--- src/id_consts.svh ---
// decode stage constants: widths, register count, opcodes, alu/mem op codes, ebreak source
`ifndef ID_CONSTS_SVH
`define ID_CONSTS_SVH

`define ID_XLEN        64
`define ID_INST_W      32
`define ID_GPR_ADDR_W  5
`define ID_NUM_GPR     32
`define ID_EBREAK_SRC  5'd10  // a0

// opcodes, base integer subset
`define ID_OPC_LUI       7'b0110111
`define ID_OPC_AUIPC     7'b0010111
`define ID_OPC_JAL       7'b1101111
`define ID_OPC_JALR      7'b1100111
`define ID_OPC_BRANCH    7'b1100011
`define ID_OPC_LOAD      7'b0000011
`define ID_OPC_STORE     7'b0100011
`define ID_OPC_OP_IMM    7'b0010011
`define ID_OPC_OP        7'b0110011
`define ID_OPC_OP_IMM_32 7'b0011011
`define ID_OPC_OP_32     7'b0111011
`define ID_OPC_SYSTEM    7'b1110011
`define ID_INST_EBREAK   32'h0010_0073

`define ID_ALU_ADD   4'd0
`define ID_ALU_SUB   4'd1
`define ID_ALU_SLL   4'd2
`define ID_ALU_SLT   4'd3
`define ID_ALU_SLTU  4'd4
`define ID_ALU_XOR   4'd5
`define ID_ALU_SRL   4'd6
`define ID_ALU_SRA   4'd7
`define ID_ALU_OR    4'd8
`define ID_ALU_AND   4'd9
`define ID_ALU_COPY2 4'd10  // pass operand 2, lui

// load/store funct3
`define ID_MEM_B  3'b000
`define ID_MEM_H  3'b001
`define ID_MEM_W  3'b010
`define ID_MEM_D  3'b011
`define ID_MEM_BU 3'b100
`define ID_MEM_HU 3'b101
`define ID_MEM_WU 3'b110

`define ID_SRC2_RS2  2'd0
`define ID_SRC2_IMM  2'd1
`define ID_SRC2_FOUR 2'd2

`endif

--- src/id_pkg.sv ---
// id_pkg: shared vector typedefs for the decode stage
`default_nettype none

`include "id_consts.svh"

package id_pkg;

  // data and address
  typedef logic [`ID_XLEN-1:0] xlen_t;
  typedef logic [`ID_XLEN-1:0] pc_t;
  typedef logic [`ID_INST_W-1:0] inst_t;

  typedef logic [`ID_GPR_ADDR_W-1:0] gpr_addr_t;

  // control fields handed to execute
  typedef logic [3:0] alu_op_t;
  typedef logic [2:0] mem_op_t;   // load/store funct3
  typedef logic [2:0] br_func_t;  // branch funct3
  typedef logic [1:0] src2_sel_t;

endpackage

`default_nettype wire

--- src/id_dec_if.sv ---
// id_dec_if: decoder results toward register file, interlock and branch resolver
`timescale 1ns/10ps
`default_nettype none

interface id_dec_if import id_pkg::*; ();

  gpr_addr_t rs1;
  gpr_addr_t rs2;
  xlen_t     imm;
  logic      br_en;
  br_func_t  br_func;
  logic      is_jal;
  logic      is_jalr;
  logic      is_ebreak;

  modport dec (
    output rs1, rs2, imm, br_en, br_func, is_jal, is_jalr, is_ebreak
  );

  modport gpr (input rs1, rs2);

  modport hazard (input rs1, rs2, is_ebreak);

  modport bru (input imm, br_en, br_func, is_jal, is_jalr);

endinterface

`default_nettype wire

--- src/id_gpr_file.sv ---
// id_gpr_file: 32x64 general purpose registers, two async reads, one write
`timescale 1ns/10ps
`default_nettype none

`include "id_consts.svh"

module id_gpr_file import id_pkg::*; (
  input  wire        i_clk,
  input  wire        i_rst_n,
  id_dec_if.gpr      gpr,
  // write-back port
  input  wire        i_wen,
  input  gpr_addr_t  i_waddr,
  input  xlen_t      i_wdata,
  output xlen_t      o_rs1_data,
  output xlen_t      o_rs2_data
);

  xlen_t regs [`ID_NUM_GPR];

  always_ff @(posedge i_clk or negedge i_rst_n) begin
    if (!i_rst_n) begin
      for (int i = 0; i < `ID_NUM_GPR; i++) begin
        regs[i] <= '0;
      end
    end else if (i_wen && i_waddr != '0) begin
      regs[i_waddr] <= i_wdata;
    end
  end

  // no bypass, a write shows up after the edge
  assign o_rs1_data = (gpr.rs1 == '0) ? '0 : regs[gpr.rs1];
  assign o_rs2_data = (gpr.rs2 == '0) ? '0 : regs[gpr.rs2];

endmodule

`default_nettype wire

--- src/flat_wrapper.sv ---
// flat-port wrapper written by rule: the top's interface ports become plain ports
module id_gpr_file_flat import id_pkg::*;
  (i_clk, i_rst_n, i_wen, i_waddr, i_wdata, o_rs1_data, o_rs2_data, gpr_rs1, gpr_rs2);
  id_dec_if gpr_i ();
  input  wire i_clk;
  input  wire i_rst_n;
  input  wire i_wen;
  input  gpr_addr_t i_waddr;
  input  xlen_t i_wdata;
  output xlen_t o_rs1_data;
  output xlen_t o_rs2_data;
  input wire logic [$bits(gpr_i.rs1)-1:0] gpr_rs1;
  input wire logic [$bits(gpr_i.rs2)-1:0] gpr_rs2;
  assign gpr_i.rs1 = gpr_rs1;
  assign gpr_i.rs2 = gpr_rs2;
  id_gpr_file u_core (.i_clk(i_clk), .i_rst_n(i_rst_n), .gpr(gpr_i), .i_wen(i_wen), .i_waddr(i_waddr), .i_wdata(i_wdata), .o_rs1_data(o_rs1_data), .o_rs2_data(o_rs2_data));
endmodule
--- config.mk ---
export PLATFORM = sky130hd
export DESIGN_NAME = id_gpr_file_flat
export DESIGN_NICKNAME = d
export VERILOG_FILES = /design/src/id_pkg.sv /design/src/id_dec_if.sv /design/src/id_gpr_file.sv /design/src/flat_wrapper.sv
export VERILOG_INCLUDE_DIRS = /design/src /design/src/src
export SDC_FILE = /design/constraint.sdc
export NUM_CORES = 2
export LEC_CHECK = 0
export BUFFER_PORTS_ARGS = -buffer_cell sky130_fd_sc_hd__buf_2
export CORE_ASPECT_RATIO = 0.7
export CORE_MARGIN = 1.5
export CORE_UTILIZATION = 56
export DETAILED_ROUTE_END_ITERATION = 10
export HOLD_SLACK_MARGIN = 0.05
export PLACE_DENSITY = 0.78
export SETUP_SLACK_MARGIN = 0.1
export SYNTH_ARGS = -nofsm -noshare
export SYNTH_HDL_FRONTEND = slang
export SYNTH_SLANG_ARGS = --single-unit
--- constraint.sdc ---
create_clock -name i_clk -period 2.4 [get_ports i_clk]
set_input_delay 0.12 -clock i_clk [delete_from_list [all_inputs] [get_ports i_clk]]
set_output_delay 0.12 -clock i_clk [all_outputs]
set_load 0.005 [all_outputs]
; After elaboration in Yosys (flattened, before gate mapping)
; Index checks and enable logic that the tools add are counted.
[totals]
reg_bits = 2048
in_bits = 82
[op_classes]
order_cmp = 4
n_mux = 11
n_bitwise = 3
reduce_logical = 5
[op_table]
columns = cell, n
row1 = bitwise mux 2048 bit, 1
row2 = binary-select mux 64 bit (select 5 bit), 2
row3 = 2-to-1 mux 64 bit, 7
row4 = demux 64 bit (select 5 bit), 1
row5 = "greater-or-equal comparator 6 bit, second input constant", 3
row6 = inverter 5 -> 6 bit, 3
row7 = logical NOT 5 bit, 2
row8 = "< comparator 6 x 1 -> 1 bit, second input constant", 1
row9 = nonzero test 5 bit, 1
row10 = logical AND 1 bit, 2

; Depth between registers and ports, before layout
[logic_depth]
depth_word = 6
ltp_mapped = 10
ltp_nobuf = 4

; Least setup slack after synthesis
; OpenSTA, ideal clock, no wires.
[synth_timing]
kind = input -> output
startpoint = input gpr_rs2[1]
endpoint = output o_rs2_data[42]
t_arrival_ps = 1758
slack_ps = 522
cell_stages = 7
path_buffers = 3
cell_sequence = buf_2 -> buf_2 -> clkbuf_1 -> mux4_2 -> a22o_1 -> a211o_1 -> and3_1
[synth_between]
elab_chain_len = 5
word_cells_on_any_way = 6
[synth_rtl]
columns = item, line
row1 = from (decl), flat_wrapper.sv:13  ; input wire logic [$bits(gpr_i.rs2)-1:0] gpr_rs2;
row2 = inverter 5 -> 6 bit (not written as such), id_gpr_file.sv:33  ; assign o_rs2_data = (gpr.rs2 == '0) ? '0 : regs[gpr.rs2];
row3 = binary-select mux 64 bit (select 5 bit), id_gpr_file.sv:33
row4 = 2-to-1 mux 64 bit (not written as such) (2 in series), id_gpr_file.sv:33
row5 = 2-to-1 mux 64 bit *, id_gpr_file.sv:33
row6 = to (decl), flat_wrapper.sv:11  ; output xlen_t o_rs2_data;
; Mark *: on every way between the ends. The rest lies on a longest branch, timed or not. The select of a mux whose other input is x is not followed.

; Worst setup path in the final report
[layout_timing]
startpoint = register u_core.regs[35] (netlist name)
endpoint = output o_rs1_data[35]
[layout_between]
elab_chain_len = 4
[layout_rtl]
columns = item, line
row1 = from (decl), id_gpr_file.sv:19  ; xlen_t regs [`ID_NUM_GPR];
row2 = "from (signal, indexed assignment)", id_gpr_file.sv:27  ; regs[i_waddr] <= i_wdata;
row3 = binary-select mux 64 bit (select 5 bit), id_gpr_file.sv:32  ; assign o_rs1_data = (gpr.rs1 == '0) ? '0 : regs[gpr.rs1];
row4 = 2-to-1 mux 64 bit (not written as such) (2 in series), id_gpr_file.sv:32
row5 = 2-to-1 mux 64 bit, id_gpr_file.sv:32
row6 = to (decl), flat_wrapper.sv:10  ; output xlen_t o_rs1_data;
; No other way between the ends. The select of a mux whose other input is x is not followed.

==> results.toml <==
[place]
hpwl_um = 212000
numPortBuffers = 209
dp.cells = 9581
dp_slack_ps = -194
place_congestion = 0.870

[cts]
cts_tree = "done"
root_buffer = "clkbuf_16"
clockBufferDepth = 3
htree_levels = 4
cts.sinks = 2048
worst_skew_pair.late_latency_ps = 860
cts_made_buffers = 195
clkSlewWorstSetupHoldPaths_ps = 70

[setup_path]
ff2ff_setup_slack_ps = 1240
cp_data_arrival_time_ps = 2680
cp-endpoint = "o_rs1_data[35]"
critPathLaunchType = "flip-flop"
cp_data_required_time_ps = 2280
path_max_fanout = 3
r2r_start = "u_core.regs[1035]$_DFFE_PN0P_"
cp-end-kind = "primary output"
critPathLaunch = "u_core.regs[35]$_DFFE_PN0P_"
critPathKind = "reg -> out"
r2r_end = "u_core.regs[1035]$_DFFE_PN0P_"
reg2reg_depth = 4

[status]
violations = "negative setup slack"
status = "complete, but fails checks"

[global_routing]
overflow = 0
grt_max_degree = 152
antenna_found_initial = 8
grt_usage = 0.357
grt_pass1_wl_um = 515000
grt_pass1_vias = 76000

[layout]
drive_above_1_share = 0.506
instances_no_fill = 10200
fin_nets = 7547
fill_cells = 12900
top_regs = "u_core.regs (2048)"
largest_register_ff_count = 2048
syn_to_final_growth_pct = 17.1
regMostFlops = "u_core.regs"

[detailed_routing]
wirelength_um = 348000
drt_iter0_drc = 8830
ant_nets = 0
drc_errors = 0
vias = 73400
drt-pass1-iter-count = 6
via_per_inst = 7.18
wl_per_cell_um = 34.1

[floorplan]
die_w_um = 528
die_area_um2 = 196000
rows = 134
core_um2 = 191000
start_util = 0.566
die_h_um = 371
io_pins = 210

[synth]
avgSynthCellArea_um2 = 15.3
yosys_register_bits = 2048
synth_cells = 7068
yosysWarnings = 0
syn_nets = 7150
ys_types = 49
ys_seq_area_frac = 0.474
netlist_area_um2 = 108000

[sta]
fin_skew_ps = 0
worst_slew_pin_slew_ps = 1180
slew_violations = 0
finalCritPeriodShare = 1.17
finalHoldWorstSlack_ps = 146
slew_headroom = 0.211
setup_ws_ps = -397
final_hold_viol_count = 0
max_freq_mhz = 357
rsz0062_at_grt = "yes"
setup_viol = 128
fin_crit_ps = 2800

[power_and_ir_drop]
p_sw_w = 0.0284
clkPwrFrac = 0.327
switching_share = 0.277
power_frac_seq = 0.451
p_int_w = 0.0742
peakVddDrop_mv = 0.842
p_comb_frac = 0.222
leakage_nw = 56.7
power_density_nw_per_um2 = 809

[flow_run]
drv_cap = 0

[hold_path]
hold_path_class = "in -> reg"
-- power by group through the flow --
stage               Combinational (W)  Clock, W  Sequential (W)
detailed placement             0.0204         0          0.0465
global route                   0.0241    0.0352          0.0469
finish                         0.0228    0.0336          0.0462
floorplan                      0.0151         0          0.0446
global placement               0.0197         0          0.0458
CTS                            0.0224    0.0338          0.0458
-- worst min path at each step --
stage | end | cells past startpoint | start
after floorplan | u_core.regs[0]$_DFFE_PN0P_ | 0 | i_rst_n
after global placement | u_core.regs[1109]$_DFFE_PN0P_ | 1 | i_rst_n
after detailed placement | u_core.regs[1109]$_DFFE_PN0P_ | 1 | i_rst_n
after CTS | u_core.regs[1606]$_DFFE_PN0P_ | 4 | i_waddr[4]
after global routing | u_core.regs[1606]$_DFFE_PN0P_ | 4 | i_waddr[2]
final | u_core.regs[1606]$_DFFE_PN0P_ | 4 | i_waddr[2]
-- synth_stat cells, drive strengths merged --
library cell / instances / area [um^2]
or2: 51 / 319
or3: 3 / 18.8
o221ai: 130 / 1140
a31o: 3 / 26.3
nand3: 9 / 45.0
nor2b: 18 / 113
a31oi: 2 / 12.5
o21ai: 1 / 5.00
nor3: 15 / 80.1
or3b: 5 / 43.8
nand2: 34 / 128
nand2b: 4 / 25.0
a211o: 111 / 972
clkbuf: 493 / 1850
nor2: 24 / 130
dfrtp: 2048 / 51200
o22ai: 106 / 663
and3: 55 / 344
and2: 7 / 43.8
a211oi: 23 / 173
o22a: 3 / 26.3
nand3b: 8 / 60.1
o32ai: 3 / 26.3
a21o: 1 / 7.51
inv: 3 / 11.3
a21oi: 13 / 65.1
and3b: 1 / 8.76
nor3b: 4 / 30.0
mux2: 2002 / 22500
buf: 341 / 1900
mux2i: 519 / 5190
o211ai: 5 / 37.5
a22o: 122 / 1070
mux4: 871 / 19600
nor4: 10 / 62.6
o2111a: 4 / 45.0
a221oi: 5 / 43.8
a22oi: 11 / 82.6
-- worst max-delay path, cell delays in order (launching register included) --
cell      delay (ps)
dfrtp_1          400
mux4_2           500
mux2_4           310
a221oi_4         240
nor4_2            70
buf_4            190
buf_6            120
-- stage by stage --
| stage | TNS, ps | utilization | power (W) | area (um^2) |
|---|---|---|---|---|
| CTS | -32220 | 0.661 | 0.102 | 126000 |
| global route | -37170 | 0.663 | 0.106 | 127000 |
| global placement | -19820 | 0.607 | 0.0655 | 116000 |
| detailed placement | -19680 | 0.607 | 0.0669 | 116000 |
| finish | -28040 | 0.663 | 0.103 | 127000 |
| floorplan | 0 | - | 0.0597 | 108000 |
-- layout by cell type, fill, tap and decap left out, types with 54 or more instances in the layout --
master	n
dlygate4sd3_1	67
buf_6	128
mux2_1	496
mux2_2	1495
and3_4	54
o221ai_1	130
o22ai_1	91
buf_12	233
dfrtp_1	2048
buf_4	475
mux4_2	871
a211o_1	110
mux2i_1	508
buf_2	126
clkbuf_16	197
a22o_1	122
-- logic make-up (layout without fill, tap and decap cells) --
family                 after synthesis  count (layout)  synth area share
multiplexers                      3392            3392             0.438
flip-flops                        2048            2048             0.474
buffers and inverters              837            1394            0.0348
AO/OA/AOI/OAI                      543             543            0.0406
AND/OR/NAND/NOR                    248             248            0.0134
other                                0               6                 0
-- cell type report --
class	instances	area [um^2]	area share
Multi-Input combinational cell	4183	54300	0.428
Sequential cell	2048	51200	0.404
Timing Repair Buffer	1034	11000	0.0871
Clock buffer	270	5670	0.0448
Tap cell	2584	3230	0.0255
Clock inverter	87	1260	0.00994
Antenna cell	6	15.0	0.000118
Inverter	3	13.8	0.000109
-- routing by layer --
| metal | up-vias | routed length, um | GRT usage | part of all wire |
|---|---|---|---|---|
| met2 | 4767 | 157000 | 0.534 | 0.45 |
| met3 | 997 | 40300 | 0.102 | 0.12 |
| li1 | 28300 | - | - | - |
| met4 | 4 | 15800 | 0.145 | 0.045 |
| met1 | 39300 | 135000 | 0.494 | 0.39 |
| met5 | - | 24 | 0 | 0.000069 |
-- timing repair --
item                                    in CTS  in global routing
endpoints found under the hold margin     4032                  0
hold buffers                                68                  0
pin swaps                                  370                 57
resized for setup                          260                 46
setup buffers                              189                 14
endpoints found under the setup margin     128                128
gates cloned                                 0                  0
(Power assumes the default switching activity.)
