File: src/id_consts.svh
// decode stage constants: widths, register count, opcodes, alu/mem op codes, ebreak source
`ifndef ID_CONSTS_SVH
`define ID_CONSTS_SVH

`define ID_XLEN        64
`define ID_INST_W      32
`define ID_GPR_ADDR_W  5
`define ID_NUM_GPR     32
`define ID_EBREAK_SRC  5'd10  // a0

// opcodes, base integer subset
`define ID_OPC_LUI       7'b0110111
`define ID_OPC_AUIPC     7'b0010111
`define ID_OPC_JAL       7'b1101111
`define ID_OPC_JALR      7'b1100111
`define ID_OPC_BRANCH    7'b1100011
`define ID_OPC_LOAD      7'b0000011
`define ID_OPC_STORE     7'b0100011
`define ID_OPC_OP_IMM    7'b0010011
`define ID_OPC_OP        7'b0110011
`define ID_OPC_OP_IMM_32 7'b0011011
`define ID_OPC_OP_32     7'b0111011
`define ID_OPC_SYSTEM    7'b1110011
`define ID_INST_EBREAK   32'h0010_0073

`define ID_ALU_ADD   4'd0
`define ID_ALU_SUB   4'd1
`define ID_ALU_SLL   4'd2
`define ID_ALU_SLT   4'd3
`define ID_ALU_SLTU  4'd4
`define ID_ALU_XOR   4'd5
`define ID_ALU_SRL   4'd6
`define ID_ALU_SRA   4'd7
`define ID_ALU_OR    4'd8
`define ID_ALU_AND   4'd9
`define ID_ALU_COPY2 4'd10  // pass operand 2, lui

// load/store funct3
`define ID_MEM_B  3'b000
`define ID_MEM_H  3'b001
`define ID_MEM_W  3'b010
`define ID_MEM_D  3'b011
`define ID_MEM_BU 3'b100
`define ID_MEM_HU 3'b101
`define ID_MEM_WU 3'b110

`define ID_SRC2_RS2  2'd0
`define ID_SRC2_IMM  2'd1
`define ID_SRC2_FOUR 2'd2

`endif

File: src/id_pkg.sv
// id_pkg: shared vector typedefs for the decode stage
`default_nettype none

`include "id_consts.svh"

package id_pkg;

  // data and address
  typedef logic [`ID_XLEN-1:0] xlen_t;
  typedef logic [`ID_XLEN-1:0] pc_t;
  typedef logic [`ID_INST_W-1:0] inst_t;

  typedef logic [`ID_GPR_ADDR_W-1:0] gpr_addr_t;

  // control fields handed to execute
  typedef logic [3:0] alu_op_t;
  typedef logic [2:0] mem_op_t;   // load/store funct3
  typedef logic [2:0] br_func_t;  // branch funct3
  typedef logic [1:0] src2_sel_t;

endpackage

`default_nettype wire

File: src/id_dec_if.sv
// id_dec_if: decoder results toward register file, interlock and branch resolver
`timescale 1ns/10ps
`default_nettype none

interface id_dec_if import id_pkg::*; ();

  gpr_addr_t rs1;
  gpr_addr_t rs2;
  xlen_t     imm;
  logic      br_en;
  br_func_t  br_func;
  logic      is_jal;
  logic      is_jalr;
  logic      is_ebreak;

  modport dec (
    output rs1, rs2, imm, br_en, br_func, is_jal, is_jalr, is_ebreak
  );

  modport gpr (input rs1, rs2);

  modport hazard (input rs1, rs2, is_ebreak);

  modport bru (input imm, br_en, br_func, is_jal, is_jalr);

endinterface

`default_nettype wire

File: src/id_branch_resolver.sv
// id_branch_resolver: branch compare, jump target and redirect to fetch
`timescale 1ns/10ps
`default_nettype none

`include "id_consts.svh"

module id_branch_resolver import id_pkg::*; (
  id_dec_if.bru  bru,
  input  wire    i_valid_go,
  input  pc_t    i_pc,
  input  xlen_t  i_rs1_data,
  input  xlen_t  i_rs2_data,
  output logic   o_br_taken,
  output pc_t    o_br_target
);

  logic  cond;
  logic  eq, lt, ltu;
  xlen_t jalr_sum;

  assign eq  = (i_rs1_data == i_rs2_data);
  assign lt  = ($signed(i_rs1_data) < $signed(i_rs2_data));
  assign ltu = (i_rs1_data < i_rs2_data);

  always_comb begin
    case (bru.br_func)
      3'b000:  cond = eq;    // beq
      3'b001:  cond = !eq;   // bne
      3'b100:  cond = lt;    // blt
      3'b101:  cond = !lt;   // bge
      3'b110:  cond = ltu;   // bltu
      3'b111:  cond = !ltu;  // bgeu
      default: cond = 1'b0;
    endcase
  end

  assign jalr_sum = i_rs1_data + bru.imm;

  // only redirect for an instruction that actually leaves decode
  assign o_br_taken = i_valid_go && (bru.is_jal || bru.is_jalr || (bru.br_en && cond));

  assign o_br_target = bru.is_jalr ? {jalr_sum[`ID_XLEN-1:1], 1'b0}
                                   : i_pc + bru.imm;

endmodule

`default_nettype wire

File: src/flat_wrapper.sv
// flat-port wrapper written by rule: the top's interface ports become plain ports
module id_branch_resolver_flat import id_pkg::*;
  (i_valid_go, i_pc, i_rs1_data, i_rs2_data, o_br_taken, o_br_target, bru_imm, bru_br_en, bru_br_func, bru_is_jal, bru_is_jalr);
  id_dec_if bru_i ();
  input  wire i_valid_go;
  input  pc_t i_pc;
  input  xlen_t i_rs1_data;
  input  xlen_t i_rs2_data;
  output logic o_br_taken;
  output pc_t o_br_target;
  input wire logic [$bits(bru_i.imm)-1:0] bru_imm;
  input wire logic [$bits(bru_i.br_en)-1:0] bru_br_en;
  input wire logic [$bits(bru_i.br_func)-1:0] bru_br_func;
  input wire logic [$bits(bru_i.is_jal)-1:0] bru_is_jal;
  input wire logic [$bits(bru_i.is_jalr)-1:0] bru_is_jalr;
  assign bru_i.imm = bru_imm;
  assign bru_i.br_en = bru_br_en;
  assign bru_i.br_func = bru_br_func;
  assign bru_i.is_jal = bru_is_jal;
  assign bru_i.is_jalr = bru_is_jalr;
  id_branch_resolver u_core (.bru(bru_i), .i_valid_go(i_valid_go), .i_pc(i_pc), .i_rs1_data(i_rs1_data), .i_rs2_data(i_rs2_data), .o_br_taken(o_br_taken), .o_br_target(o_br_target));
endmodule
File: config.mk
export PLATFORM = sky130hd
export DESIGN_NAME = id_branch_resolver_flat
export DESIGN_NICKNAME = d
export VERILOG_FILES = /design/src/id_pkg.sv /design/src/id_dec_if.sv /design/src/id_branch_resolver.sv /design/src/flat_wrapper.sv
export VERILOG_INCLUDE_DIRS = /design/src /design/src/src
export SDC_FILE = /design/constraint.sdc
export NUM_CORES = 1
export LEC_CHECK = 0
export ABC_AREA = 1
export BUFFER_PORTS_ARGS = -buffer_cell sky130_fd_sc_hd__buf_2
export CAP_MARGIN = 30
export CORE_UTILIZATION = 43
export DETAILED_ROUTE_END_ITERATION = 10
export PLACE_DENSITY = 0.69
export SLEW_MARGIN = 5
export SYNTH_ARGS = -nofsm -noshare
export SYNTH_HDL_FRONTEND = slang
export SYNTH_SLANG_ARGS = --single-unit
File: constraint.sdc
create_clock -name vclk -period 4.2
set_input_delay 0 -clock vclk [all_inputs]
set_output_delay 0 -clock vclk [all_outputs]
set_load 0.01 [all_outputs]
# Word level (Yosys, flattened, before mapping)
# Cells that the tools add are included.
# W data, S select, Z words.
[op_classes]
n_reduce_logical = 8
n_lt_le_gt_ge = 2
mux = 2
n_addsub = 2
eq_ne = 6
[op_table]
columns = ["op", "count"]
rows = [
  ["$add A64 B64 Y64", 2],
  ["$lt A64 B64 Y1", 2],
  ["$eq A64 B64 Y1", 1],
  ["$mux W64", 1],
  ["$eq A3 B3 Y1 const B", 4],
  ["$pmux W1 S6", 1],
  ["$eq A3 B1 Y1 const B", 1],
  ["$logic_not A1 Y1", 3],
  ["$logic_not A3 Y1", 1],
  ["$logic_and A1 B1 Y1", 2],
  ["$logic_or A1 B1 Y1", 2],
]
[totals]
input_bits = 263
reg_bits = 0

# Longest topological paths before layout
[depth]
ltp_word = 6
ltp_mapped = 21

# Worst setup path after synthesis
# OpenSTA, ideal clock, no wires.
[synth_timing]
path_kind = "input to output"
start = "input bru_imm[0]"
end = "output o_br_target[60]"
path_slack_ns = 2.482
n_path_buf = 0
stages = 14
t_arrival_ns = 1.718
path_cell_list = "ha_1 > inv_1 > fa_1 > inv_1 > nand2_1 > o21ai_2 > a21oi_2 > o21ai_2 > a21oi_1 > inv_1 > nand4_1 > nand3_1 > nand2_1 > o21ai_1"
[synth_via]
elab_chain_cells = 2
word_cells_on_any_way = 3
[synth_lines]
columns = ["element", "line_no", "rtl"]
rows = [
  ["from (decl)", "flat_wrapper.sv:11", "input wire logic [$bits(bru_i.imm)-1:0] bru_imm;"],
  ["$add A64 B64 Y64 (on tied branches)", "id_branch_resolver.sv:43, id_branch_resolver.sv:37", ""],
  ["$mux W64 (*)", "id_branch_resolver.sv:42", "assign o_br_target = bru.is_jalr ? {jalr_sum[`ID_XLEN-1:1], 1'b0}"],
  ["to (decl)", "flat_wrapper.sv:10", "output pc_t o_br_target;"],
]
# Every way passes the cells marked *; elsewhere a longest branch is shown, timed or not.

# Final worst setup path
[layout_timing]
start = "input bru_imm[0]"
end = "output o_br_target[38]"
# The elaborated chain is that of the path after synthesis.

==> summary.md <==
| Metric | Value |
|---|---|
| Final worst path period share | approximately two thirds |
| Number of failing hold endpoints at the final stage | 0 |
| Ports | between 300 and 400 |
| Resized cells post-CTS | 0 |
| Launch point of the worst hold path | i_valid_go |
| Share of cells above drive strength 1 | 18.61% |
| Type of the worst setup path | input pin to output port |
| Cell breakdown of the critical path | buf_2, ha_1, inv_1, fa_1, inv_1, nand2_1, o21ai_2, a21boi_2, o21ai_2, a21o_1, inv_1, o21bai_2, a21oi_1, o21ai_1, nand2_1, buf_2 |
| Detailed Route Iter0 Violations | 1,645 |
| Die Ht | approximately 160 µm |
| Total Wirelength | around 54 mm |
| Register area share after synthesis | 0% |
| Router iterations before antenna repair | 5 |
| Critical Path AT | 2.74 ns |
| Post-synthesis average cell area | between 5 and 6 µm² |
| Number of rows in the core area | 58 |
| Mapped Cells | 2,052 |
| HPWL reported at the end of detailed placement | just under 50 mm |
| Net count after synthesis | approximately 2,500 |
| Post-synthesis instance area | between 10,000 and 15,000 µm² |
| Seq Cell Count | 0 |
| Maximum frequency from static timing analysis | 0.3647 GHz |
| Buffers added on ports | approximately 330 |
| Number of antenna violations at the first check in global routing | 2 |
| Kind of cell adding the most delay to the critical path | compound AO/OA/AOI/OAI gates |
| First-pass GRT wire length | between 70 and 80 mm |
| Fillers | 2,850 |
| Bufs and invs on worst path | 5 |
| Placed insts | between 2,000 and 3,000 |
| RSZ-0062 raised after global routing | no |
| Post-detailed-route via-to-cell ratio | 5.742 |
| Worst setup startpoint | bru_imm[0] |
| Number of max-slew violations in the final report | 0 |
| Sum of negative setup slack | 0 ns |
| Pin count of the biggest net entering global routing | 84 |
| Max stage delay on crit path | approximately 0.36 ns |
| Crit path launch type | input pin |
| CP Max Fanout | 5 |
| Hold buffer count at cts | 0 |
| CP Data Required Time | roughly 4.2 ns |
| Reg area | 0 µm² |
| Syn. warnings | 0 |
| Average routed wire per standard cell | 20.05 µm |
| Non-filler cells in the finished layout | between 2,000 and 3,000 |
| Remaining DRCs | 0 |
| Die X | about 160 µm |
| Count of unique library cells instantiated by Yosys | between 60 and 70 |
| Class of the most critical hold timing path | input pin to output port |
| Synthesis-to-finish area growth | 17.75% |
| Total global-route track usage | approximately 39% |
| Slowest library cell on the worst path | sky130_fd_sc_hd__fa_1 |
| Total Die Area | approximately 27,000 µm² |
| Outcome | completed |
| Starting density of the core | ~44% |
| Buffers inserted during post-CTS setup optimization | 0 |
| Total of clock buffers placed in the layout | 0 |
| Fin crit period | ~2.7 ns |
| Number of max-capacitance violations reported | 0 |
| Final-stage net count | ~2,800 |
| Grt ovf | 0 |
| Remaining antenna violation count after routing | 0 |
| Placeable core area | 25,470 µm² |
| Routed vias | 15,514 |
| Last weighted congestion value of the routability-driven placer | roughly 1.1 |
| Cell mode on critical path | sky130_fd_sc_hd__inv_1 |
| Area of the multi-input gates | around 10,000 µm² |
| Final count of negative-setup-slack endpoints | 0 |
| Fin util | 52.29% |
| Vias in the first global route | between 10,000 and 15,000 |
| Type of destination of the critical path | output port |
| Relative slew slack | a little under a third |
| Least-Margin Pin Slew | slightly above 1 ns |
worst paths after layout:
kind	to	slack, ns	cells after the start
max	o_br_target[38]	1.46	16
min	o_br_taken	0.31	4
cell usage in the layout, fill, tap and decap left out, types with 4 or more instances in the layout:
master	instances
sky130_fd_sc_hd__ha_1	189
sky130_fd_sc_hd__and3_1	7
sky130_fd_sc_hd__nor2_2	6
sky130_fd_sc_hd__nand2_2	22
sky130_fd_sc_hd__nand3_2	5
sky130_fd_sc_hd__inv_2	19
sky130_fd_sc_hd__o21ai_1	34
sky130_fd_sc_hd__a31oi_1	29
sky130_fd_sc_hd__o21a_1	8
sky130_fd_sc_hd__nor4_1	6
sky130_fd_sc_hd__a21o_1	38
sky130_fd_sc_hd__a21oi_2	8
sky130_fd_sc_hd__nor3_2	7
sky130_fd_sc_hd__xor2_1	25
sky130_fd_sc_hd__inv_1	301
sky130_fd_sc_hd__xnor2_1	12
sky130_fd_sc_hd__a21oi_1	254
sky130_fd_sc_hd__o21ai_0	158
sky130_fd_sc_hd__nand2_1	443
sky130_fd_sc_hd__a21boi_2	5
sky130_fd_sc_hd__nor2_1	230
sky130_fd_sc_hd__o21bai_2	4
sky130_fd_sc_hd__o21ai_2	16
sky130_fd_sc_hd__a21boi_0	5
sky130_fd_sc_hd__nand3b_1	7
sky130_fd_sc_hd__o21bai_1	19
sky130_fd_sc_hd__nand3_1	98
sky130_fd_sc_hd__a21oi_4	4
sky130_fd_sc_hd__buf_2	328
sky130_fd_sc_hd__nor3_1	22
sky130_fd_sc_hd__nand4_1	16
per-stage QoR:
| stage | cell area (µm²) | worst slack, ns | hold WS [ns] |
|---|---|---|---|
| after detailed placement | 13320 | 1.612 | 0.3130 |
| after floorplan | 11310 | 2.482 | 0.08411 |
| after CTS | 13320 | 1.600 | 0.3130 |
| after global routing | 13320 | 1.370 | 0.3389 |
| final | 13320 | 1.458 | 0.3090 |
| after global placement | 13320 | 1.654 | 0.3114 |
area by class of cell:
type | instances | area share (%)
timing repair buffer | 331 | 12.49
antenna | 2 | 0.03757
inverter | 324 | 9.140
tap | 330 | 3.100
multi-input combinational | 1715 | 75.23
metal layers:
layer	track usage (%)	wire length [µm]
met5	0	0
met4	11.66	1873
met1	54.06	23590
met3	8.737	6391
met2	58.92	22330
synth_stat cells (3+ instances only):
cell type,number,area share (%)
sky130_fd_sc_hd__a21oi_2,8,0.62
sky130_fd_sc_hd__o21ai_0,158,7.0
sky130_fd_sc_hd__o21ai_1,34,1.5
sky130_fd_sc_hd__nand3_1,98,4.3
sky130_fd_sc_hd__clkbuf_1,8,0.27
sky130_fd_sc_hd__nor2_2,6,0.33
sky130_fd_sc_hd__a21oi_4,4,0.58
sky130_fd_sc_hd__nand3b_1,7,0.46
sky130_fd_sc_hd__clkinv_1,3,0.10
sky130_fd_sc_hd__nand2_2,22,1.2
sky130_fd_sc_hd__nor2_1,230,7.6
sky130_fd_sc_hd__o211ai_1,3,0.20
sky130_fd_sc_hd__a21o_1,38,2.5
sky130_fd_sc_hd__o21ai_2,16,1.2
sky130_fd_sc_hd__inv_2,19,0.63
sky130_fd_sc_hd__a21oi_1,254,11
sky130_fd_sc_hd__nor3_2,7,0.62
sky130_fd_sc_hd__a31oi_1,29,1.6
sky130_fd_sc_hd__inv_1,301,10
sky130_fd_sc_hd__a21boi_2,5,0.50
sky130_fd_sc_hd__nand3_2,5,0.44
sky130_fd_sc_hd__nand2_1,443,15
sky130_fd_sc_hd__a21boi_0,5,0.33
sky130_fd_sc_hd__xnor2_1,12,0.93
sky130_fd_sc_hd__o21bai_1,19,1.3
sky130_fd_sc_hd__o21bai_2,4,0.40
sky130_fd_sc_hd__xor2_1,25,1.9
sky130_fd_sc_hd__or2_2,3,0.17
sky130_fd_sc_hd__o21a_1,8,0.53
sky130_fd_sc_hd__nand4_1,16,0.88
sky130_fd_sc_hd__nor4_1,6,0.33
sky130_fd_sc_hd__ha_1,189,21
sky130_fd_sc_hd__nor2_4,3,0.30
sky130_fd_sc_hd__and3_1,7,0.39
sky130_fd_sc_hd__nor3_1,22,0.97
sky130_fd_sc_hd__a221oi_1,3,0.23
logic make-up (layout without fill, tap and decap cells):
| kind of cell | count (synthesis) | count (layout) | synth area share, % |
|---|---|---|---|
| AOI/OAI and AO/OA | 599 | 599 | 30.58 |
| xor gates and xnor gates | 37 | 37 | 2.865 |
| adders and majority gates | 191 | 191 | 21.26 |
| buffers and inverters | 337 | 655 | 11.41 |
| muxes | 2 | 2 | 0.1880 |
| other | 0 | 2 | 0 |
| and+or+nand+nor | 886 | 886 | 33.69 |
