==> src/id_consts.svh <==
// decode stage constants: widths, register count, opcodes, alu/mem op codes, ebreak source
`ifndef ID_CONSTS_SVH
`define ID_CONSTS_SVH

`define ID_XLEN        64
`define ID_INST_W      32
`define ID_GPR_ADDR_W  5
`define ID_NUM_GPR     32
`define ID_EBREAK_SRC  5'd10  // a0

// opcodes, base integer subset
`define ID_OPC_LUI       7'b0110111
`define ID_OPC_AUIPC     7'b0010111
`define ID_OPC_JAL       7'b1101111
`define ID_OPC_JALR      7'b1100111
`define ID_OPC_BRANCH    7'b1100011
`define ID_OPC_LOAD      7'b0000011
`define ID_OPC_STORE     7'b0100011
`define ID_OPC_OP_IMM    7'b0010011
`define ID_OPC_OP        7'b0110011
`define ID_OPC_OP_IMM_32 7'b0011011
`define ID_OPC_OP_32     7'b0111011
`define ID_OPC_SYSTEM    7'b1110011
`define ID_INST_EBREAK   32'h0010_0073

`define ID_ALU_ADD   4'd0
`define ID_ALU_SUB   4'd1
`define ID_ALU_SLL   4'd2
`define ID_ALU_SLT   4'd3
`define ID_ALU_SLTU  4'd4
`define ID_ALU_XOR   4'd5
`define ID_ALU_SRL   4'd6
`define ID_ALU_SRA   4'd7
`define ID_ALU_OR    4'd8
`define ID_ALU_AND   4'd9
`define ID_ALU_COPY2 4'd10  // pass operand 2, lui

// load/store funct3
`define ID_MEM_B  3'b000
`define ID_MEM_H  3'b001
`define ID_MEM_W  3'b010
`define ID_MEM_D  3'b011
`define ID_MEM_BU 3'b100
`define ID_MEM_HU 3'b101
`define ID_MEM_WU 3'b110

`define ID_SRC2_RS2  2'd0
`define ID_SRC2_IMM  2'd1
`define ID_SRC2_FOUR 2'd2

`endif

==> src/id_pkg.sv <==
// id_pkg: shared vector typedefs for the decode stage
`default_nettype none

`include "id_consts.svh"

package id_pkg;

  // data and address
  typedef logic [`ID_XLEN-1:0] xlen_t;
  typedef logic [`ID_XLEN-1:0] pc_t;
  typedef logic [`ID_INST_W-1:0] inst_t;

  typedef logic [`ID_GPR_ADDR_W-1:0] gpr_addr_t;

  // control fields handed to execute
  typedef logic [3:0] alu_op_t;
  typedef logic [2:0] mem_op_t;   // load/store funct3
  typedef logic [2:0] br_func_t;  // branch funct3
  typedef logic [1:0] src2_sel_t;

endpackage

`default_nettype wire

==> src/id_dec_if.sv <==
// id_dec_if: decoder results toward register file, interlock and branch resolver
`timescale 1ns/10ps
`default_nettype none

interface id_dec_if import id_pkg::*; ();

  gpr_addr_t rs1;
  gpr_addr_t rs2;
  xlen_t     imm;
  logic      br_en;
  br_func_t  br_func;
  logic      is_jal;
  logic      is_jalr;
  logic      is_ebreak;

  modport dec (
    output rs1, rs2, imm, br_en, br_func, is_jal, is_jalr, is_ebreak
  );

  modport gpr (input rs1, rs2);

  modport hazard (input rs1, rs2, is_ebreak);

  modport bru (input imm, br_en, br_func, is_jal, is_jalr);

endinterface

`default_nettype wire

==> src/id_stage_reg.sv <==
// id_stage_reg: stage valid, instruction/pc register, raw interlock and allowin
`timescale 1ns/10ps
`default_nettype none

`include "id_consts.svh"

module id_stage_reg import id_pkg::*; (
  input  wire        i_clk,
  input  wire        i_rst_n,
  // fetch side
  input  wire        i_fs_to_ds_valid,
  input  inst_t      i_fs_inst,
  input  pc_t        i_fs_pc,
  output logic       o_ds_allowin,
  // execute side
  input  wire        i_es_allowin,
  output logic       o_ds_valid_go,
  // destinations still in flight
  input  gpr_addr_t  i_es_rd,
  input  gpr_addr_t  i_ms_rd,
  input  gpr_addr_t  i_ws_rd,
  id_dec_if.hazard   hz,
  output inst_t      o_inst,
  output pc_t        o_pc
);

  logic ds_valid;
  logic hazard;

  // rd of a later stage collides with a source of the held instruction
  function automatic logic rd_hit(
    input gpr_addr_t rd,
    input gpr_addr_t rs1,
    input gpr_addr_t rs2,
    input logic      ebreak
  );
    if (rd == '0) begin
      rd_hit = 1'b0;  // x0 never creates a dependency
    end else if (ebreak) begin
      rd_hit = (rd == `ID_EBREAK_SRC);
    end else begin
      rd_hit = (rd == rs1) || (rd == rs2);
    end
  endfunction

  assign hazard = rd_hit(i_es_rd, hz.rs1, hz.rs2, hz.is_ebreak) ||
                  rd_hit(i_ms_rd, hz.rs1, hz.rs2, hz.is_ebreak) ||
                  rd_hit(i_ws_rd, hz.rs1, hz.rs2, hz.is_ebreak);

  assign o_ds_valid_go = ds_valid && !hazard;
  assign o_ds_allowin  = !ds_valid || (!hazard && i_es_allowin);

  always_ff @(posedge i_clk or negedge i_rst_n) begin
    if (!i_rst_n) begin
      ds_valid <= 1'b0;
    end else if (o_ds_allowin) begin
      ds_valid <= i_fs_to_ds_valid;
    end
  end

  always_ff @(posedge i_clk) begin
    if (i_fs_to_ds_valid && o_ds_allowin) begin
      o_inst <= i_fs_inst;
      o_pc   <= i_fs_pc;
    end
  end

endmodule

`default_nettype wire

==> src/flat_wrapper.sv <==
// flat-port wrapper written by rule: the top's interface ports become plain ports
module id_stage_reg_flat import id_pkg::*;
  (i_clk, i_rst_n, i_fs_to_ds_valid, i_fs_inst, i_fs_pc, o_ds_allowin, i_es_allowin, o_ds_valid_go, i_es_rd, i_ms_rd, i_ws_rd, o_inst, o_pc, hz_rs1, hz_rs2, hz_is_ebreak);
  id_dec_if hz_i ();
  input  wire i_clk;
  input  wire i_rst_n;
  input  wire i_fs_to_ds_valid;
  input  inst_t i_fs_inst;
  input  pc_t i_fs_pc;
  output logic o_ds_allowin;
  input  wire i_es_allowin;
  output logic o_ds_valid_go;
  input  gpr_addr_t i_es_rd;
  input  gpr_addr_t i_ms_rd;
  input  gpr_addr_t i_ws_rd;
  output inst_t o_inst;
  output pc_t o_pc;
  input wire logic [$bits(hz_i.rs1)-1:0] hz_rs1;
  input wire logic [$bits(hz_i.rs2)-1:0] hz_rs2;
  input wire logic [$bits(hz_i.is_ebreak)-1:0] hz_is_ebreak;
  assign hz_i.rs1 = hz_rs1;
  assign hz_i.rs2 = hz_rs2;
  assign hz_i.is_ebreak = hz_is_ebreak;
  id_stage_reg u_core (.i_clk(i_clk), .i_rst_n(i_rst_n), .i_fs_to_ds_valid(i_fs_to_ds_valid), .i_fs_inst(i_fs_inst), .i_fs_pc(i_fs_pc), .o_ds_allowin(o_ds_allowin), .i_es_allowin(i_es_allowin), .o_ds_valid_go(o_ds_valid_go), .i_es_rd(i_es_rd), .i_ms_rd(i_ms_rd), .i_ws_rd(i_ws_rd), .hz(hz_i), .o_inst(o_inst), .o_pc(o_pc));
endmodule
==> config.mk <==
export PLATFORM = sky130hd
export DESIGN_NAME = id_stage_reg_flat
export DESIGN_NICKNAME = d
export VERILOG_FILES = /design/src/id_pkg.sv /design/src/id_dec_if.sv /design/src/id_stage_reg.sv /design/src/flat_wrapper.sv
export VERILOG_INCLUDE_DIRS = /design/src /design/src/src
export SDC_FILE = /design/constraint.sdc
export NUM_CORES = 1
export LEC_CHECK = 0
export ABC_AREA = 1
export BUFFER_PORTS_ARGS = -buffer_cell sky130_fd_sc_hd__buf_2
export CAP_MARGIN = 10
export CORE_UTILIZATION = 45
export DETAILED_ROUTE_END_ITERATION = 10
export PLACE_DENSITY = 0.9
export REMOVE_ABC_BUFFERS = 1
export SLEW_MARGIN = 20
export SYNTH_ARGS = -nofsm -noshare
export SYNTH_HDL_FRONTEND = slang
export SYNTH_SLANG_ARGS = --single-unit
==> constraint.sdc <==
create_clock -name i_clk -period 8.13 [get_ports i_clk]
set_clock_uncertainty 0.2 [all_clocks]
set_input_delay 0.4065 -clock i_clk [delete_from_list [all_inputs] [get_ports i_clk]]
set_output_delay 0.4065 -clock i_clk [all_outputs]
set_load 0.01 [all_outputs]
### Word-level counts from Yosys, hierarchy flattened

Index checks and enable logic that the tools add are counted.

* output and inout port bits: 98
* word-level logic and storage cells: 32
* input port bits: 126
* bits in registers: 97

* eq/ne operators: 9
* reductions and logical operators: 14
* muxes and demuxes: 6

Operator list (number)
* equality test 5 bit: 6
* equality test 5 x 4 -> 1 bit, second input constant: 3
* logical NOT 5 bit: 3
* logical OR 1 bit: 6
* two-way mux 1 bit: 6
* logical AND 1 bit: 3
* logical NOT 1 bit: 2

### Longest topological paths before layout

* word-level depth: 10
* mapped depth: 12
* gate-level depth less buffers: 12

### Worst setup path before layout

OpenSTA, ideal clock, no wires.

* kind: input to register
* from: input i_ms_rd[0]
* to: register u_core.o_inst[0] (enable)
* path slack: 3.725 ns
* data required time: 7.442 ns
* stages: 11
* arrival: 3.717 ns
* library setup time: 0.488 ns
* buffers on the path: 0
* cells stage by stage: nand2_1 -> clkinv_1 -> nor2_1 -> nor2_1 -> nand3_1 -> nand2_1 -> nand2_1 -> nand2_1 -> nand2_2 -> nand3_2 -> a21oi_2

* word-level cells in the longest chain between the ends: 10
* elaborated cells between the ends (all ways): 13
* classes of those cells: eq/ne: 3; mux: 2; reduce/logical: 8

RTL lines
* from (decl): line flat_wrapper.sv:14 `input gpr_addr_t i_ms_rd;`
* equality test 5 bit: line id_stage_reg.sv:42 `rd_hit = (rd == rs1) || (rd == rs2);`
* logical OR 1 bit: line id_stage_reg.sv:42
* two-way mux 1 bit: line id_stage_reg.sv:39 `end else if (ebreak) begin`
* two-way mux 1 bit *: line id_stage_reg.sv:37 `if (rd == '0) begin`
* logical OR 1 bit *: line id_stage_reg.sv:46 `assign hazard = rd_hit(i_es_rd, hz.rs1, hz.rs2, hz.is_ebreak) ||`
* logical OR 1 bit *: line id_stage_reg.sv:47 `rd_hit(i_ms_rd, hz.rs1, hz.rs2, hz.is_ebreak) ||`
* logical NOT 1 bit *: line id_stage_reg.sv:51 `assign o_ds_allowin = !ds_valid || (!hazard && i_es_allowin);`
* logical AND 1 bit *: line id_stage_reg.sv:51
* logical OR 1 bit *: line id_stage_reg.sv:51
* logical AND 1 bit *: line id_stage_reg.sv:62 `if (i_fs_to_ds_valid && o_ds_allowin) begin`
* to (signal assigned): line id_stage_reg.sv:63 `o_inst <= i_fs_inst;`
* to (decl): line id_stage_reg.sv:23 `output inst_t o_inst,`

Every way passes the cells marked *; elsewhere a longest branch is shown, timed or not.
A chain may end at the register's enable or synchronous reset.

### Worst setup path after layout

* from: input hz_rs2[2]
* to: register u_core.o_inst[29] (enable)

* word-level cells in the longest chain between the ends: 10
* elaborated cells between the ends (all ways): 18
* classes of those cells: eq/ne: 3; mux: 6; reduce/logical: 9

RTL lines
* from (decl): line flat_wrapper.sv:19 `input wire logic [$bits(hz_i.rs2)-1:0] hz_rs2;`
* equality test 5 bit: line id_stage_reg.sv:42
* logical OR 1 bit: line id_stage_reg.sv:42
* two-way mux 1 bit: line id_stage_reg.sv:39
* two-way mux 1 bit: line id_stage_reg.sv:37
* logical OR 1 bit: line id_stage_reg.sv:46
* logical OR 1 bit *: line id_stage_reg.sv:47
* logical NOT 1 bit *: line id_stage_reg.sv:51
* logical AND 1 bit *: line id_stage_reg.sv:51
* logical OR 1 bit *: line id_stage_reg.sv:51
* logical AND 1 bit *: line id_stage_reg.sv:62

Marks and branches as above.

==> qor.yml <==
layout.nets: 596
drt_wl_total_um: 8970
track_usage_pct: 21.4
crit_arrival_ns: 2.82
drtPass1Iterations: 5
start_util_pct: 47.3
antenna_found_initial: 1
ant_nets: 0
core-area_sq_um: 7410
timing.rr.end: "u_core.o_inst[29]$_DFFE_PP_"
top_layer_used: "met5"
first_iter_violations: 144
hold_depth: 1
p_leak_uw: 0.00231
p_sw_share_pct: 23.6
met3WireLength_um: 641
rsz0062_at_grt: "false"
ys_seq_area_share_pct: 82.9
dpl.hpwl_um: 7000
worstSkewPairLatency_ns: 0.34
grt_start_max_net_pins: 63
maxCapViolations: 0
layoutNonFillerInstCount: 574
die_h_um: 90.3
start_kind: "input pin"
grt_pass1_wl_um: 13000
seq_power_share_pct: 57.6
crit_required_ns: 7.90
slew_headroom_pct: 28.8
tightest_slew_ns: 1.06
synth_cell_type_count: 18
endpoint_kind: "register"
final_cell_mix: "buf_2 (223), edfxtp_1 (96), nand2_1 (48), nor2_1 (23), inv_1 (14)"
p_switching_uw: 245
hold_viol_final: 0
status: "finished clean"
globalRouteOverflowTotal: 0
final_layout_size_suffix_gt1_share_pct: 52.6
irDropWorstVdd_v: 0.000111
power.density_nw_per_um2: 204
critPathMaxFanout: 62
grt_pass1_vias: 2516
fin_setup_tns_ns: 0
min_period_ns: 3.05
ys_ff_latch: 97
drt-met1-wl_um: 3330
p_int_uw: 791
p_clk_share_pct: 29.7
post-route-period-util_pct: 37.5
cts_max_path_buffers: 2
power_frac_comb_pct: 12.7
htreeDepth: 3
synthToLayoutAreaGrowth_pct: 44.7
clock_sinks: 97
root_buffer: "clkbuf_8"
synth_cells: 224
hold_end: "u_core.o_pc[12]$_DFFE_PP_"
reg2reg_from: "u_core.ds_valid$_DFFE_PN0P_"
gp_congestion: 0.915
fmax_ghz: 0.328
syn_area_sq_um: 3510
layout_commonest_cell: "buf_2"
num_rows: 31
ioPinCount: 224
drcViolationCount: 0
die_w_um: 90.3
antenna_cells: 0
path_clk_slew_ns: 0.10
dp_cells: 547
tritoncts: "done"
port_buffers: 223
hold_start: "i_fs_pc[12]"
yosysWarnings: 0
placed_cell_area_sq_um: 4760
reg2reg_slack_ns: 5.48
syn_area_per_cell_sq_um: 15.7
worstSetupPathType: "in -> reg"
routedWlPerCell_um: 15.6
cts-buffers-inserted: 9
wl_met2_um: 4740
vias: 2684
final_area_sq_um: 5070
hold_class: "in -> reg"
vias_per_cell: 4.68
ctsResizeCount: 0
slew_violations: 0
fill_cells: 539
die_area_sq_um: 8150
rr_worst_depth: 2
finalSetupViolCount: 0
[final cells by class]
| class | count | area, sq um | area share [%] |
|---|---|---|---|
| Timing Repair Buffer | 235 | 1230 | 24.3 |
| Multi-Input combinational cell | 107 | 531 | 10.5 |
| Clock buffer | 10 | 128 | 2.52 |
| Inverter | 20 | 75.1 | 1.48 |
| Tap cell | 99 | 124 | 2.44 |
| Sequential cell | 97 | 2910 | 57.3 |
| Clock inverter | 6 | 73.8 | 1.46 |
[worst max-delay path, cell delays in order]
cell	delay [ns]
buf_2	0.13
inv_1	0.08
nand2_1	0.05
nand2_1	0.07
nor2_1	0.04
nand3_1	0.07
nand2_1	0.05
nand2_1	0.07
nand2_1	0.06
nand2_2	0.06
nand3_2	0.09
a21oi_4	0.85
buf_4	0.75
[per-layer routing]
layer,GRT usage (%),vias to the layer above
met1,24.5,1241
met2,37.7,154
met3,6.48,20
li1,-,1267
met4,8.47,2
met5,0,-
[cell usage after synthesis]
cell / count / share of area [%]
nand3_2: 1 / 0.29
nor2_1: 23 / 2.5
xnor2_1: 8 / 2.0
dfrtp_1: 1 / 0.71
nand2_1: 48 / 5.1
clkinv_1: 1 / 0.11
nor3_1: 2 / 0.29
edfxtp_1: 96 / 82
nand2_2: 3 / 0.54
a21o_1: 1 / 0.21
xor2_1: 7 / 1.7
nand4_1: 2 / 0.36
a21oi_2: 1 / 0.25
nand3_1: 9 / 1.3
and3_2: 1 / 0.21
inv_1: 14 / 1.5
a21oi_1: 1 / 0.14
inv_2: 5 / 0.54
[power groups by stage]
stage / clock network (uW) / logic [uW] / registers, uW
4_1_cts: 317 / 128 / 597
5_1_grt: 338 / 142 / 600
3_3_place_gp: 0 / 123 / 607
2_1_floorplan: 0 / 34.2 / 628
3_5_place_dp: 0 / 128 / 609
6_report: 308 / 131 / 597
[per-stage QoR]
| step | power, uW | hold WS, ns | util, % | setup WS [ns] |
|---|---|---|---|---|
| final | 1040 | 0.0250 | 68.5 | 5.08 |
| after global routing | 1080 | 0.000548 | 68.5 | 4.85 |
| after CTS | 1040 | 0.00663 | 67.1 | 5.11 |
| after detailed placement | 736 | -0.0126 | 64.3 | 4.74 |
| after global placement | 730 | -0.0153 | 64.3 | 4.81 |
| after floorplan | 662 | -0.0891 | - | 3.72 |
[state kept, by name, indices dropped and copies added, names as in the netlist]
signal and cells:
u_core.o_inst 32, u_core.ds_valid 1, u_core.o_pc 64
[logic make-up after synthesis]
kind of cell,Yosys count,share of synthesized area [%]
buffers and inverters,20,2.14
XOR/XNOR,15,3.75
flip-flops,97,82.9
AND/OR/NAND/NOR,89,10.6
AO/OA/AOI/OAI,3,0.607
[how the worst max path moves through the flow]
stage / start / end / slack, ns / cells past startpoint
after floorplan: i_ms_rd[0] / u_core.o_inst[0]$_DFFE_PP_ / 3.72 / 11
after global placement: i_es_rd[2] / u_core.o_inst[29]$_DFFE_PP_ / 4.81 / 8
after detailed placement: hz_rs2[2] / u_core.o_pc[21]$_DFFE_PP_ / 4.74 / 13
after CTS: hz_rs2[2] / u_core.o_pc[0]$_DFFE_PP_ / 5.11 / 13
after global routing: i_ms_rd[2] / u_core.o_pc[10]$_DFFE_PP_ / 4.85 / 13
final: hz_rs2[2] / u_core.o_inst[29]$_DFFE_PP_ / 5.08 / 13
[what timing repair did]
action	4_1_cts	5_1_grt
setup endpoints to repair	0	0
buffers inserted	0	0
endpoints found under the hold margin	1	10
hold buffers	1	10
Power figures use the tool's default switching activity.
